$ cat src/cpu_params.svh
`ifndef CPU_PARAMS_SVH
`define CPU_PARAMS_SVH

// datapath sizes
`define CPU_WORD_SIZE 16
`define CPU_NUM_REGS  4

// instruction field positions
`define CPU_OP_MSB  15
`define CPU_OP_LSB  12
`define CPU_RS_MSB  11
`define CPU_RS_LSB  10
`define CPU_RT_MSB  9
`define CPU_RT_LSB  8
`define CPU_RD_MSB  7
`define CPU_RD_LSB  6
`define CPU_FN_MSB  5
`define CPU_FN_LSB  0
`define CPU_IMM_MSB 7
`define CPU_IMM_LSB 0

// opcodes
`define CPU_OP_RTYPE 4'd15
`define CPU_OP_ADI   4'd4
`define CPU_OP_ORI   4'd5
`define CPU_OP_LHI   4'd6

// function codes under the R-type opcode
`define CPU_FN_ADD 6'd0
`define CPU_FN_SUB 6'd1
`define CPU_FN_AND 6'd2
`define CPU_FN_ORR 6'd3
`define CPU_FN_NOT 6'd4
`define CPU_FN_TCP 6'd5
`define CPU_FN_SHL 6'd6
`define CPU_FN_SHR 6'd7
`define CPU_FN_WWD 6'd28
`define CPU_FN_HLT 6'd29

`endif
$ cat src/cpu_pkg.sv
`default_nettype none

`include "cpu_params.svh"

package cpu_pkg;

	typedef logic [`CPU_WORD_SIZE-1:0] word_t;
	typedef logic [$clog2(`CPU_NUM_REGS)-1:0] reg_idx_t;

	// instruction fields
	typedef logic [`CPU_OP_MSB-`CPU_OP_LSB:0] opcode_t;
	typedef logic [`CPU_FN_MSB-`CPU_FN_LSB:0] func_t;
	typedef logic [`CPU_IMM_MSB-`CPU_IMM_LSB:0] imm_t;

	// operations the execute stage can perform
	typedef enum logic [3:0] {
		ALU_ADD,
		ALU_SUB,
		ALU_AND,
		ALU_OR,
		ALU_NOT,
		ALU_TCP,
		ALU_SHL,
		ALU_SHR,
		ALU_PASS_B
	} alu_op_e;

endpackage

`default_nettype wire

$ cat src/pipelined_cpu.sv
`timescale 1ns/1ps
`default_nettype none

module pipelined_cpu (
	input  wire                 clk,
	input  wire                 reset_n,
	output logic                read_m1_o,
	output cpu_pkg::word_t      address1_o,
	input  wire cpu_pkg::word_t data1_i,
	output cpu_pkg::word_t      output_port_o,
	output cpu_pkg::word_t      num_inst_o,
	output logic                is_halted_o
);

	// fetch to decode
	cpu_pkg::word_t    if_instr;
	logic              if_valid;
	logic              halt_seen;

	// decode to execute
	cpu_pkg::word_t    id_rs_val;
	cpu_pkg::word_t    id_rt_val;
	cpu_pkg::word_t    id_imm;
	cpu_pkg::alu_op_e  id_alu_op;
	logic              id_use_imm;
	cpu_pkg::reg_idx_t id_dest;
	logic              id_reg_write;
	logic              id_is_wwd;
	logic              id_is_hlt;
	cpu_pkg::reg_idx_t id_rs_idx;
	cpu_pkg::reg_idx_t id_rt_idx;
	logic              id_valid;

	// execute to writeback
	cpu_pkg::word_t    ex_result;
	cpu_pkg::word_t    ex_wwd_val;
	cpu_pkg::reg_idx_t ex_dest;
	logic              ex_reg_write;
	logic              ex_is_wwd;
	logic              ex_is_hlt;
	logic              ex_valid;

	// retire write, shared by register file and forwarding
	logic              wb_we;
	cpu_pkg::reg_idx_t wb_idx;
	cpu_pkg::word_t    wb_data;

	fetch_unit u_fetch (
		.clk        (clk),
		.reset_n    (reset_n),
		.halt_i     (halt_seen),
		.read_m1_o  (read_m1_o),
		.address1_o (address1_o),
		.data1_i    (data1_i),
		.if_instr_o (if_instr),
		.if_valid_o (if_valid)
	);

	decode_unit u_decode (
		.clk            (clk),
		.reset_n        (reset_n),
		.if_instr_i     (if_instr),
		.if_valid_i     (if_valid),
		.wb_we_i        (wb_we),
		.wb_idx_i       (wb_idx),
		.wb_data_i      (wb_data),
		.halt_seen_o    (halt_seen),
		.id_rs_val_o    (id_rs_val),
		.id_rt_val_o    (id_rt_val),
		.id_imm_o       (id_imm),
		.id_alu_op_o    (id_alu_op),
		.id_use_imm_o   (id_use_imm),
		.id_dest_o      (id_dest),
		.id_reg_write_o (id_reg_write),
		.id_is_wwd_o    (id_is_wwd),
		.id_is_hlt_o    (id_is_hlt),
		.id_rs_idx_o    (id_rs_idx),
		.id_rt_idx_o    (id_rt_idx),
		.id_valid_o     (id_valid)
	);

	execute_unit u_execute (
		.clk            (clk),
		.reset_n        (reset_n),
		.id_rs_val_i    (id_rs_val),
		.id_rt_val_i    (id_rt_val),
		.id_imm_i       (id_imm),
		.id_alu_op_i    (id_alu_op),
		.id_use_imm_i   (id_use_imm),
		.id_dest_i      (id_dest),
		.id_reg_write_i (id_reg_write),
		.id_is_wwd_i    (id_is_wwd),
		.id_is_hlt_i    (id_is_hlt),
		.id_rs_idx_i    (id_rs_idx),
		.id_rt_idx_i    (id_rt_idx),
		.id_valid_i     (id_valid),
		.wb_we_i        (wb_we),
		.wb_idx_i       (wb_idx),
		.wb_data_i      (wb_data),
		.ex_result_o    (ex_result),
		.ex_wwd_val_o   (ex_wwd_val),
		.ex_dest_o      (ex_dest),
		.ex_reg_write_o (ex_reg_write),
		.ex_is_wwd_o    (ex_is_wwd),
		.ex_is_hlt_o    (ex_is_hlt),
		.ex_valid_o     (ex_valid)
	);

	writeback_unit u_writeback (
		.clk            (clk),
		.reset_n        (reset_n),
		.ex_result_i    (ex_result),
		.ex_wwd_val_i   (ex_wwd_val),
		.ex_dest_i      (ex_dest),
		.ex_reg_write_i (ex_reg_write),
		.ex_is_wwd_i    (ex_is_wwd),
		.ex_is_hlt_i    (ex_is_hlt),
		.ex_valid_i     (ex_valid),
		.wb_we_o        (wb_we),
		.wb_idx_o       (wb_idx),
		.wb_data_o      (wb_data),
		.output_port_o  (output_port_o),
		.num_inst_o     (num_inst_o),
		.is_halted_o    (is_halted_o)
	);

endmodule

`default_nettype wire

$ cat src/writeback_unit.sv
`timescale 1ns/1ps
`default_nettype none

module writeback_unit (
	input  wire                    clk,
	input  wire                    reset_n,
	input  wire cpu_pkg::word_t    ex_result_i,
	input  wire cpu_pkg::word_t    ex_wwd_val_i,
	input  wire cpu_pkg::reg_idx_t ex_dest_i,
	input  wire                    ex_reg_write_i,
	input  wire                    ex_is_wwd_i,
	input  wire                    ex_is_hlt_i,
	input  wire                    ex_valid_i,
	output logic                   wb_we_o,
	output cpu_pkg::reg_idx_t      wb_idx_o,
	output cpu_pkg::word_t         wb_data_o,
	output cpu_pkg::word_t         output_port_o,
	output cpu_pkg::word_t         num_inst_o,
	output logic                   is_halted_o
);

	// register file write, also the forwarding source for execute
	assign wb_we_o   = ex_valid_i && ex_reg_write_i;
	assign wb_idx_o  = ex_dest_i;
	assign wb_data_o = ex_result_i;

	always_ff @(posedge clk) begin
		if (!reset_n) begin
			output_port_o <= '0;
			num_inst_o    <= '0;
			is_halted_o   <= 1'b0;
		end else if (ex_valid_i) begin
			// every retiring instruction counts, WWD and HLT included
			num_inst_o <= num_inst_o + 1'b1;
			if (ex_is_wwd_i) begin
				output_port_o <= ex_wwd_val_i;
			end
			if (ex_is_hlt_i) begin
				is_halted_o <= 1'b1;
			end
		end
	end

	// nothing may retire behind the HLT
	a_count_frozen : assert property (
		@(posedge clk) disable iff (!reset_n)
		is_halted_o |=> $stable(num_inst_o)
	) else $error("num_inst_o changed after halt");

endmodule

`default_nettype wire

$ cat src/execute_unit.sv
`timescale 1ns/1ps
`default_nettype none

module execute_unit (
	input  wire                    clk,
	input  wire                    reset_n,
	input  wire cpu_pkg::word_t    id_rs_val_i,
	input  wire cpu_pkg::word_t    id_rt_val_i,
	input  wire cpu_pkg::word_t    id_imm_i,
	input  wire cpu_pkg::alu_op_e  id_alu_op_i,
	input  wire                    id_use_imm_i,
	input  wire cpu_pkg::reg_idx_t id_dest_i,
	input  wire                    id_reg_write_i,
	input  wire                    id_is_wwd_i,
	input  wire                    id_is_hlt_i,
	input  wire cpu_pkg::reg_idx_t id_rs_idx_i,
	input  wire cpu_pkg::reg_idx_t id_rt_idx_i,
	input  wire                    id_valid_i,
	input  wire                    wb_we_i,
	input  wire cpu_pkg::reg_idx_t wb_idx_i,
	input  wire cpu_pkg::word_t    wb_data_i,
	output cpu_pkg::word_t         ex_result_o,
	output cpu_pkg::word_t         ex_wwd_val_o,
	output cpu_pkg::reg_idx_t      ex_dest_o,
	output logic                   ex_reg_write_o,
	output logic                   ex_is_wwd_o,
	output logic                   ex_is_hlt_o,
	output logic                   ex_valid_o
);

	cpu_pkg::word_t op_a;
	cpu_pkg::word_t fwd_b;
	cpu_pkg::word_t op_b;
	cpu_pkg::word_t alu_res;

	// instruction one ahead is retiring now, take its result directly
	assign op_a  = (wb_we_i && wb_idx_i == id_rs_idx_i) ? wb_data_i : id_rs_val_i;
	assign fwd_b = (wb_we_i && wb_idx_i == id_rt_idx_i) ? wb_data_i : id_rt_val_i;
	assign op_b  = id_use_imm_i ? id_imm_i : fwd_b;

	always_comb begin
		case (id_alu_op_i)
			cpu_pkg::ALU_ADD:    alu_res = op_a + op_b;
			cpu_pkg::ALU_SUB:    alu_res = op_a - op_b;
			cpu_pkg::ALU_AND:    alu_res = op_a & op_b;
			cpu_pkg::ALU_OR:     alu_res = op_a | op_b;
			cpu_pkg::ALU_NOT:    alu_res = ~op_a;
			cpu_pkg::ALU_TCP:    alu_res = -op_a;
			cpu_pkg::ALU_SHL:    alu_res = op_a << 1;
			// arithmetic shift, sign bit kept
			cpu_pkg::ALU_SHR:    alu_res = cpu_pkg::word_t'($signed(op_a) >>> 1);
			cpu_pkg::ALU_PASS_B: alu_res = op_b;
			default:             alu_res = op_b;
		endcase
	end

	always_ff @(posedge clk) begin
		if (!reset_n) begin
			ex_valid_o     <= 1'b0;
			ex_reg_write_o <= 1'b0;
			ex_is_wwd_o    <= 1'b0;
			ex_is_hlt_o    <= 1'b0;
		end else begin
			ex_valid_o     <= id_valid_i;
			ex_reg_write_o <= id_reg_write_i;
			ex_is_wwd_o    <= id_is_wwd_i;
			ex_is_hlt_o    <= id_is_hlt_i;
		end
	end

	// WWD outputs its rs operand
	always_ff @(posedge clk) begin
		ex_result_o  <= alu_res;
		ex_wwd_val_o <= op_a;
		ex_dest_o    <= id_dest_i;
	end

endmodule

`default_nettype wire

$ cat src/decode_unit.sv
`timescale 1ns/1ps
`default_nettype none

`include "cpu_params.svh"

module decode_unit (
	input  wire                    clk,
	input  wire                    reset_n,
	input  wire cpu_pkg::word_t    if_instr_i,
	input  wire                    if_valid_i,
	input  wire                    wb_we_i,
	input  wire cpu_pkg::reg_idx_t wb_idx_i,
	input  wire cpu_pkg::word_t    wb_data_i,
	output logic                   halt_seen_o,
	output cpu_pkg::word_t         id_rs_val_o,
	output cpu_pkg::word_t         id_rt_val_o,
	output cpu_pkg::word_t         id_imm_o,
	output cpu_pkg::alu_op_e       id_alu_op_o,
	output logic                   id_use_imm_o,
	output cpu_pkg::reg_idx_t      id_dest_o,
	output logic                   id_reg_write_o,
	output logic                   id_is_wwd_o,
	output logic                   id_is_hlt_o,
	output cpu_pkg::reg_idx_t      id_rs_idx_o,
	output cpu_pkg::reg_idx_t      id_rt_idx_o,
	output logic                   id_valid_o
);

	cpu_pkg::opcode_t  opcode;
	cpu_pkg::func_t    func;
	cpu_pkg::reg_idx_t rs;
	cpu_pkg::reg_idx_t rt;
	cpu_pkg::reg_idx_t rd;
	cpu_pkg::imm_t     imm;
	cpu_pkg::word_t    rs_val;
	cpu_pkg::word_t    rt_val;
	cpu_pkg::word_t    imm_ext;
	cpu_pkg::alu_op_e  alu_op;
	cpu_pkg::reg_idx_t dest;
	logic              use_imm;
	logic              reg_write;
	logic              is_wwd;
	logic              is_hlt;
	logic              halt_q;
	logic              load;

	assign opcode = if_instr_i[`CPU_OP_MSB:`CPU_OP_LSB];
	assign rs     = if_instr_i[`CPU_RS_MSB:`CPU_RS_LSB];
	assign rt     = if_instr_i[`CPU_RT_MSB:`CPU_RT_LSB];
	assign rd     = if_instr_i[`CPU_RD_MSB:`CPU_RD_LSB];
	assign func   = if_instr_i[`CPU_FN_MSB:`CPU_FN_LSB];
	assign imm    = if_instr_i[`CPU_IMM_MSB:`CPU_IMM_LSB];

	register_file u_regs (
		.clk         (clk),
		.reset_n     (reset_n),
		.rd_idx_a_i  (rs),
		.rd_idx_b_i  (rt),
		.rd_data_a_o (rs_val),
		.rd_data_b_o (rt_val),
		.we_i        (wb_we_i),
		.wr_idx_i    (wb_idx_i),
		.wr_data_i   (wb_data_i)
	);

	always_comb begin
		alu_op    = cpu_pkg::ALU_PASS_B;
		use_imm   = 1'b0;
		imm_ext   = '0;
		dest      = rd;
		reg_write = 1'b0;
		is_wwd    = 1'b0;
		is_hlt    = 1'b0;
		case (opcode)
			`CPU_OP_RTYPE: begin
				reg_write = 1'b1;
				case (func)
					`CPU_FN_ADD: alu_op = cpu_pkg::ALU_ADD;
					`CPU_FN_SUB: alu_op = cpu_pkg::ALU_SUB;
					`CPU_FN_AND: alu_op = cpu_pkg::ALU_AND;
					`CPU_FN_ORR: alu_op = cpu_pkg::ALU_OR;
					`CPU_FN_NOT: alu_op = cpu_pkg::ALU_NOT;
					`CPU_FN_TCP: alu_op = cpu_pkg::ALU_TCP;
					`CPU_FN_SHL: alu_op = cpu_pkg::ALU_SHL;
					`CPU_FN_SHR: alu_op = cpu_pkg::ALU_SHR;
					`CPU_FN_WWD: begin
						is_wwd    = 1'b1;
						reg_write = 1'b0;
					end
					`CPU_FN_HLT: begin
						is_hlt    = 1'b1;
						reg_write = 1'b0;
					end
					// unknown function retires as a no-op
					default: reg_write = 1'b0;
				endcase
			end
			`CPU_OP_ADI: begin
				alu_op    = cpu_pkg::ALU_ADD;
				use_imm   = 1'b1;
				imm_ext   = {{(`CPU_WORD_SIZE-`CPU_IMM_MSB-1){imm[`CPU_IMM_MSB]}}, imm};
				dest      = rt;
				reg_write = 1'b1;
			end
			`CPU_OP_ORI: begin
				alu_op    = cpu_pkg::ALU_OR;
				use_imm   = 1'b1;
				imm_ext   = cpu_pkg::word_t'(imm);
				dest      = rt;
				reg_write = 1'b1;
			end
			`CPU_OP_LHI: begin
				// immediate into the upper byte, lower byte cleared
				use_imm   = 1'b1;
				imm_ext   = {imm, {(`CPU_WORD_SIZE-`CPU_IMM_MSB-1){1'b0}}};
				dest      = rt;
				reg_write = 1'b1;
			end
			default: ;
		endcase
	end

	// the HLT itself goes through, everything behind it becomes a bubble
	assign load        = if_valid_i && !halt_q;
	assign halt_seen_o = halt_q || (load && is_hlt);

	always_ff @(posedge clk) begin
		if (!reset_n) begin
			halt_q         <= 1'b0;
			id_valid_o     <= 1'b0;
			id_reg_write_o <= 1'b0;
			id_is_wwd_o    <= 1'b0;
			id_is_hlt_o    <= 1'b0;
		end else begin
			halt_q         <= halt_seen_o;
			id_valid_o     <= load;
			id_reg_write_o <= load && reg_write;
			id_is_wwd_o    <= load && is_wwd;
			id_is_hlt_o    <= load && is_hlt;
		end
	end

	always_ff @(posedge clk) begin
		id_rs_val_o  <= rs_val;
		id_rt_val_o  <= rt_val;
		id_imm_o     <= imm_ext;
		id_alu_op_o  <= alu_op;
		id_use_imm_o <= use_imm;
		id_dest_o    <= dest;
		id_rs_idx_o  <= rs;
		id_rt_idx_o  <= rt;
	end

	a_hlt_no_write : assert property (
		@(posedge clk) disable iff (!reset_n)
		!(id_is_hlt_o && id_reg_write_o)
	) else $error("HLT in execute with reg_write set");

endmodule

`default_nettype wire

$ cat src/register_file.sv
`timescale 1ns/1ps
`default_nettype none

`include "cpu_params.svh"

module register_file (
	input  wire                    clk,
	input  wire                    reset_n,
	input  wire cpu_pkg::reg_idx_t rd_idx_a_i,
	input  wire cpu_pkg::reg_idx_t rd_idx_b_i,
	output cpu_pkg::word_t         rd_data_a_o,
	output cpu_pkg::word_t         rd_data_b_o,
	input  wire                    we_i,
	input  wire cpu_pkg::reg_idx_t wr_idx_i,
	input  wire cpu_pkg::word_t    wr_data_i
);

	cpu_pkg::word_t regs [`CPU_NUM_REGS];
	logic           hit_a;
	logic           hit_b;

	always_ff @(posedge clk) begin
		if (!reset_n) begin
			for (int i = 0; i < `CPU_NUM_REGS; i++) begin
				regs[i] <= '0;
			end
		end else if (we_i) begin
			regs[wr_idx_i] <= wr_data_i;
		end
	end

	// write-through so a read in the writing cycle sees the new value
	assign hit_a = we_i && (wr_idx_i == rd_idx_a_i);
	assign hit_b = we_i && (wr_idx_i == rd_idx_b_i);

	assign rd_data_a_o = hit_a ? wr_data_i : regs[rd_idx_a_i];
	assign rd_data_b_o = hit_b ? wr_data_i : regs[rd_idx_b_i];

endmodule

`default_nettype wire

$ cat src/fetch_unit.sv
`timescale 1ns/1ps
`default_nettype none

module fetch_unit (
	input  wire                 clk,
	input  wire                 reset_n,
	input  wire                 halt_i,
	output logic                read_m1_o,
	output cpu_pkg::word_t      address1_o,
	input  wire cpu_pkg::word_t data1_i,
	output cpu_pkg::word_t      if_instr_o,
	output logic                if_valid_o
);

	cpu_pkg::word_t pc;
	logic           fetch_ok;

	// a fetch only counts while the strobe is up and no halt is pending
	assign fetch_ok   = read_m1_o && !halt_i;
	assign address1_o = pc;

	always_ff @(posedge clk) begin
		if (!reset_n) begin
			pc         <= '0;
			read_m1_o  <= 1'b0;
			if_valid_o <= 1'b0;
		end else begin
			// strobe rises one cycle out of reset, drops for good once halted
			read_m1_o  <= !halt_i;
			// the word fetched alongside a decoded HLT is squashed here
			if_valid_o <= fetch_ok;
			if (fetch_ok) begin
				pc <= pc + 1'b1;
			end
		end
	end

	// instruction word, qualified by if_valid_o
	always_ff @(posedge clk) begin
		if_instr_o <= data1_i;
	end

	// once decode has flagged a halt, no further fetches go out
	a_no_fetch_after_halt : assert property (
		@(posedge clk) disable iff (!reset_n)
		$past(halt_i) |-> !read_m1_o
	) else $error("read_m1_o high after halt");

endmodule

`default_nettype wire

$ cat config.mk
export PLATFORM = sky130hd
export DESIGN_NAME = pipelined_cpu
export DESIGN_NICKNAME = d
export VERILOG_FILES = /design/src/cpu_pkg.sv /design/src/pipelined_cpu.sv /design/src/writeback_unit.sv /design/src/execute_unit.sv /design/src/decode_unit.sv /design/src/register_file.sv /design/src/fetch_unit.sv
export VERILOG_INCLUDE_DIRS = /design/src
export SDC_FILE = /design/constraint.sdc
export NUM_CORES = 1
export LEC_CHECK = 0
export ABC_AREA = 0
export BUFFER_PORTS_ARGS = -buffer_cell sky130_fd_sc_hd__buf_2
export CELL_PAD_IN_SITES_DETAIL_PLACEMENT = 1
export CELL_PAD_IN_SITES_GLOBAL_PLACEMENT = 1
export CORE_MARGIN = 10
export CORE_UTILIZATION = 44
export CTS_CLUSTER_DIAMETER = 50
export DETAILED_ROUTE_END_ITERATION = 8
export PLACE_DENSITY = 0.77
export RECOVER_POWER = 100
export SETUP_SLACK_MARGIN = 0.5
export SLEW_MARGIN = 10
export SYNTH_ARGS = -nofsm -noshare
export SYNTH_HDL_FRONTEND = slang
export SYNTH_SLANG_ARGS = --single-unit
$ cat constraint.sdc
create_clock -name clk -period 4.8 [get_ports clk]
set_clock_uncertainty 0.15 [all_clocks]
set_input_delay 0.96 -clock clk [delete_from_list [all_inputs] [get_ports clk]]
set_output_delay 0.96 -clock clk [all_outputs]
set_load 0.02 [all_outputs]
==> results.sh, run 1 <==
export IMPL_run_status="complete, but fails checks"
export IMPL_violations="max-capacitance violations, max-slew violations"
export IMPL_first_pass_iters=5
export IMPL_route_met3_wl_um=1770
export IMPL_async_flop_share=0
export IMPL_grt_pass1_vias=9385
export IMPL_drt_initial_drc_count=539
export IMPL_crit_path_end="u_execute.ex_result_o[15]$_DFF_P_"
export IMPL_die_area_um2=32400
export IMPL_final_core_util=0.526
export IMPL_layout_commonest_cell="dfxtp_1"
export IMPL_post_drt_via_cell_ratio=5.70
export IMPL_fill_cells=2803
export IMPL_critical_path_arrival_ps=4710
export IMPL_crit_slowest_cell="clkbuf_1"
export IMPL_hold_class="flop to flop"
export IMPL_coreArea_um2=25200
export IMPL_grt_setup_unrepaired="yes"
export IMPL_wl_met1_um=14500
export IMPL_die_w_um=180
export IMPL_total_leakage_power_nw=5.00
export IMPL_holdWs_ps=182
export IMPL_fin_tns_setup_ps=0
export IMPL_synth_distinct_cells=68
export IMPL_syn_area_per_cell_um2=10.5
export IMPL_crit_required_ps=5140
export IMPL_ys_seq_area_frac=0.471
export IMPL_cts_sinks=233
export IMPL_synth_area_leaders="dfxtp_1 30%, edfxtp_1 17%, mux4_2 6.4%"
export IMPL_reg2reg_depth=17
export IMPL_layout_min_cycle_time_ps=4360
export IMPL_htreeDepth=1
export IMPL_crit_start="u_execute.ex_dest_o[1]$_DFF_P_"
export IMPL_crit_top_cell="clkbuf_1"
export IMPL_wl_met2_um=16600
export IMPL_crit_path_max_fanout=13
export IMPL_num_io_pins=68
export IMPL_drc_errors=0
export IMPL_worstPathCellList="clkbuf_4, xor2_1, nor3_4, buf_12, buf_4, clkbuf_1, mux2i_1, clkbuf_1, inv_1, ha_1, and4_1, a21oi_2, a211o_1, nor2_1, a211oi_1, or3_1, nand3_1"
export IMPL_synth_fp_nets=1110
export IMPL_hold_violations=0
export IMPL_clockBufferDepth=3
export IMPL_yosys_warnings=0
export IMPL_root_buffer="clkbuf_16"
export IMPL_area_growth_pct=17.5
export IMPL_routed_wl_um=33800
export IMPL_largest_reg_flops=64
export IMPL_syn_area_um2=11300
export IMPL_max_slew_margin=-0.628
export IMPL_top_register="u_decode.u_regs.regs"
export IMPL_drv_slew=136
export IMPL_synth_compound_area_frac=0.103
export IMPL_final_layout_size_suffix_gt1_frac=0.179
export IMPL_synth_cells=1070
export IMPL_end_kind="flop"
export IMPL_r2r_setup_slack_ps=440
export IMPL_synth_adder_area_share=0.0251
export IMPL_synth_top_area_share=0.300
export IMPL_diodes=0
export IMPL_synth_xor_xnor_area_share=0.0608
export IMPL_setup_viol=0
export IMPL_initial_core_util=0.448
export IMPL_final_cell_mix="165 x dfxtp_1, 99 x nand2_1, 71 x clkbuf_1"
export IMPL_ir_worst_vdd_mv=0.244
export IMPL_rows=58
export IMPL_io_buffers=67
export IMPL_r2r_start="u_execute.ex_dest_o[1]$_DFF_P_"
export IMPL_drv_cap=5
export IMPL_synth_seq_cells=233
export IMPL_ant_nets=0
export IMPL_powerDensity_nw_per_um2=384
export IMPL_worstSetupStartpointType="flop"
export IMPL_grt_max_degree=63
export IMPL_yosys_area_share_simple=0.178
export IMPL_place_ws_ps=151
export IMPL_tightest_slew_ps=2440
export IMPL_setup_slack_ps=437
export IMPL_r2r_end="u_execute.ex_result_o[15]$_DFF_P_"
export IMPL_path_class="flop to flop"
export IMPL_synth_edf_count=64
export IMPL_place_congestion=0.906
export IMPL_synthMuxAreaShare=0.129
export IMPL_wire_per_inst_um=22.2
export IMPL_grt_ovfl_total=0
export IMPL_clkLatencyLatePin_ps=550
export IMPL_grt_usage=0.200
export IMPL_synth_largest_area_cell="dfxtp_1"
export IMPL_grt_pass1_wl_um=52900
export IMPL_routed_top_layer="met4"
export IMPL_tritoncts="built"
export IMPL_period_share=0.909
export IMPL_vias=8681
export IMPL_nets=1209
export IMPL_cts_made_buffers=30
export IMPL_fmax_mhz=229
export IMPL_die_h_um=180
export IMPL_cts_reportedPaths_clkPinSlew_ps=60
export IMPL_hpwlAfterDp_um=23000
export IMPL_antenna_found_initial=1
export IMPL_synthFlopType="dfxtp_1"
export IMPL_synth_top_family_by_area="simple AND/OR/NAND/NOR gates"
export IMPL_max_stage_delay_ps=510
export IMPL_postCtsHoldBufs=0
==> stage by stage <==
stage                     area (um2)  power (mW)  instances
after CTS                      13300        5.10       1519
after global placement         12100        2.83       1451
final                          13200        5.09       1523
after floorplan                11300        2.64       1070
after detailed placement       12100        2.85       1451
after global routing           13200        5.28       1523
==> critical path, delay by kind of cell, from the launching register on <==
| family | cells | cell delay, ps |
|---|---|---|
| AO/OA/AOI/OAI | 3 | 470 |
| XOR/XNOR | 1 | 180 |
| adder cells (fa/ha/maj) | 1 | 380 |
| buffers and inverters | 6 | 1440 |
| flip-flops | 1 | 370 |
| multiplexers | 1 | 280 |
| AND/OR/NAND/NOR | 5 | 1020 |
==> what timing repair did <==
action                                  4_1_cts  5_1_grt
endpoints found under the setup margin        6        7
buffers inserted                             12        4
pin swaps                                    17       12
gates resized for setup                      19       18
==> report_power, final <==
part / switching, mW / total, mW / internal, mW
Combinational: 0.362 / 0.647 / 0.285
Clock: 0.908 / 2.22 / 1.32
Sequential: 0.104 / 2.21 / 2.11
Total: 1.37 / 5.09 / 3.71
==> cell families after synthesis <==
logic type                 Yosys count
AOI/OAI and AO/OA                  169
muxes                              100
xor gates and xnor gates            74
DFF                                233
buffers and inverters               86
and+or+nand+nor                    386
adders and majority gates           22
==> synth_stat cells (5+ instances only) <==
cell type	n
dfxtp_1	169
and2_1	112
nand2_1	100
edfxtp_1	64
nor2_1	55
xnor2_1	47
clkbuf_1	44
mux2_2	40
a21oi_1	38
mux4_2	32
o21ai_0	30
mux2i_1	27
inv_1	26
xor2_1	25
nand3_1	23
ha_1	21
nor3_1	21
a21boi_0	19
and3_1	16
nand4_1	14
o22ai_1	12
nor2b_1	11
a31oi_1	9
nor4_1	8
a221oi_1	7
nand2b_1	7
o31ai_1	7
a21o_1	5
==> worst min-delay path by stage <==
stage / end / slack [ps] / startpoint / cells after the start
final: u_execute.ex_dest_o[0]$_DFF_P_ / 180 / u_decode.id_dest_o[0]$_DFF_P_ / 0
after global routing: u_execute.ex_dest_o[0]$_DFF_P_ / 190 / u_decode.id_dest_o[0]$_DFF_P_ / 0
after CTS: u_execute.ex_dest_o[1]$_DFF_P_ / 190 / u_decode.id_dest_o[1]$_DFF_P_ / 0
after detailed placement: u_execute.ex_dest_o[0]$_DFF_P_ / 160 / u_decode.id_dest_o[0]$_DFF_P_ / 0
after global placement: u_execute.ex_dest_o[0]$_DFF_P_ / 170 / u_decode.id_dest_o[0]$_DFF_P_ / 0
after floorplan: u_execute.ex_dest_o[0]$_DFF_P_ / 160 / u_decode.id_dest_o[0]$_DFF_P_ / 0
==> area by class of cell <==
class	count	area (um2)	share of cell area
clock inverters	20	186	0.0141
multi-input cells	751	5750	0.434
clock buffers	36	805	0.0607
well taps	330	413	0.0312
inverters	27	101	0.00765
flip-flops and latches	233	5310	0.401
repair buffers	126	673	0.0508
==> metal layers <==
metal | global-route usage | vias up
met5 | 0 | -
met4 | 0.0610 | 0
met3 | 0.0329 | 68
met2 | 0.349 | 270
met1 | 0.248 | 4324
li1 | - | 4019
(Power assumes the default switching activity.)
==> run 2: changes to the inputs <==
--- a/config.mk
+++ b/config.mk
@@ -8,13 +8,13 @@
 export LEC_CHECK = 0
 export ABC_AREA = 0
 export BUFFER_PORTS_ARGS = -buffer_cell sky130_fd_sc_hd__buf_2
-export CELL_PAD_IN_SITES_DETAIL_PLACEMENT = 1
+export CELL_PAD_IN_SITES_DETAIL_PLACEMENT = 0
 export CELL_PAD_IN_SITES_GLOBAL_PLACEMENT = 1
 export CORE_MARGIN = 10
 export CORE_UTILIZATION = 44
 export CTS_CLUSTER_DIAMETER = 50
 export DETAILED_ROUTE_END_ITERATION = 8
-export PLACE_DENSITY = 0.77
+export PLACE_DENSITY = 0.81
 export RECOVER_POWER = 100
 export SETUP_SLACK_MARGIN = 0.5
 export SLEW_MARGIN = 10
==> results.sh, run 2 (synthesis gave the netlist of run 1 again) <==
export IMPL_run_status="complete, but fails checks"
export IMPL_violations="max-capacitance violations, max-slew violations"
export IMPL_crit_required_ps=5090
export IMPL_htreeDepth=1
export IMPL_die_h_um=180
export IMPL_grt_setup_unrepaired="yes"
export IMPL_tritoncts="built"
export IMPL_layout_commonest_cell="dfxtp_1"
export IMPL_final_core_util=0.521
export IMPL_wire_per_inst_um=19.2
export IMPL_coreArea_um2=25200
export IMPL_rows=58
export IMPL_vias=8340
export IMPL_grt_pass1_vias=8164
export IMPL_worstPathCellList="xor2_1, nor3_1, buf_4, mux2i_1, inv_1, fa_1, a21o_1, o2bb2ai_1, or4_4, a31o_2, a22o_1, o41ai_2, xnor2_1, a21oi_1, nor2_1"
export IMPL_die_w_um=180
export IMPL_cts_sinks=233
export IMPL_hpwlAfterDp_um=20300
export IMPL_powerDensity_nw_per_um2=377
export IMPL_drc_errors=0
export IMPL_io_buffers=67
export IMPL_end_kind="flop"
export IMPL_fin_tns_setup_ps=0
export IMPL_hold_class="flop to flop"
export IMPL_nets=1203
export IMPL_antenna_found_initial=0
export IMPL_path_class="flop to flop"
export IMPL_crit_slowest_cell="nor3_1"
export IMPL_max_slew_margin=-0.478
export IMPL_final_cell_mix="165 x dfxtp_1, 99 x nand2_1, 70 x clkbuf_1"
export IMPL_setup_viol=0
export IMPL_fmax_mhz=226
export IMPL_cts_made_buffers=29
export IMPL_drt_initial_drc_count=685
export IMPL_routed_wl_um=29100
export IMPL_root_buffer="clkbuf_16"
export IMPL_diodes=0
export IMPL_first_pass_iters=7
export IMPL_die_area_um2=32400
export IMPL_final_layout_size_suffix_gt1_frac=0.178
export IMPL_clkLatencyLatePin_ps=540
export IMPL_dp_cells=1449
export IMPL_grt_ovfl_total=0
export IMPL_top_register="u_decode.u_regs.regs"
export IMPL_area_growth_pct=16.4
export IMPL_worstSetupStartpointType="flop"
export IMPL_tightest_slew_ps=2220
export IMPL_initial_core_util=0.448
export IMPL_post_drt_via_cell_ratio=5.50
export IMPL_stdcell_count=1516
export IMPL_ant_nets=0
export IMPL_drv_cap=5
export IMPL_period_share=0.922
export IMPL_crit_path_max_fanout=11
export IMPL_cp_top_family="compound AO/OA/AOI/OAI gates"
export IMPL_place_congestion=0.935
export IMPL_clockBufferDepth=3
export IMPL_max_stage_delay_ps=550
export IMPL_grt_pass1_wl_um=45400
export IMPL_largest_reg_flops=64
export IMPL_hold_violations=0
export IMPL_ir_worst_vdd_mv=0.303
export IMPL_fill_cells=2278
export IMPL_path_buf_inv=2
export IMPL_layout_min_cycle_time_ps=4430
export IMPL_drv_slew=136
export IMPL_critical_path_arrival_ps=4720
export IMPL_num_io_pins=68
export IMPL_grt_max_degree=63
export IMPL_grt_usage=0.170
export IMPL_cts_reportedPaths_clkPinSlew_ps=60
export IMPL_total_leakage_power_nw=4.97
## run 2: power breakdown
part           internal (mW)  leakage, nW  switching, mW
Combinational          0.277         2.44          0.330
Sequential              2.11         2.06          0.106
Clock                   1.25        0.470          0.871
Total                   3.63         4.97           1.31
## run 2: layout make-up
| type | count | area, um2 | area share |
|---|---|---|---|
| sequential | 233 | 5320 | 0.405 |
| tap | 330 | 413 | 0.0315 |
| clock buffer | 39 | 803 | 0.0612 |
| inverter | 27 | 101 | 0.00772 |
| multi-input combinational | 751 | 5720 | 0.436 |
| timing repair buffer | 121 | 628 | 0.0479 |
| clock inverter | 15 | 141 | 0.0108 |
## run 2: worst paths after layout
kind	startpoint	to	slack [ps]	cells past startpoint
min	u_decode.id_dest_o[0]$_DFF_P_	u_execute.ex_dest_o[0]$_DFF_P_	180	0
max	u_execute.ex_dest_o[0]$_DFF_P_	u_execute.ex_result_o[14]$_DFF_P_	370	15
min reg2reg	u_decode.id_dest_o[0]$_DFF_P_	u_execute.ex_dest_o[0]$_DFF_P_	180	0
max reg2reg	u_execute.ex_dest_o[0]$_DFF_P_	u_execute.ex_result_o[14]$_DFF_P_	370	15
## run 2: per-layer routing
metal	share of wire	up-vias	global-route usage
met2	0.47	269	0.281
met4	0.022	0	0.0440
li1	-	4010	-
met5	0	-	0
met3	0.063	44	0.0301
met1	0.45	4017	0.226
## run 2: stage by stage
stage | cell area [um2] | total power, mW | hold slack, ps | setup slack [ps]
detailed placement | 12100 | 2.82 | 173 | 207
global route | 13100 | 5.13 | 193 | 181
finish | 13100 | 4.94 | 182 | 374
global placement | 12100 | 2.82 | 191 | 298
floorplan | 11300 | 2.64 | 160 | 503
CTS | 13100 | 4.94 | 183 | 505
## run 2: repair_timing
action | in CTS | in global routing
buffers inserted | 2 | 11
hold buffers | 0 | 0
pin swaps | 5 | 15
setup endpoints to repair | 6 | 7
resized for setup | 7 | 21
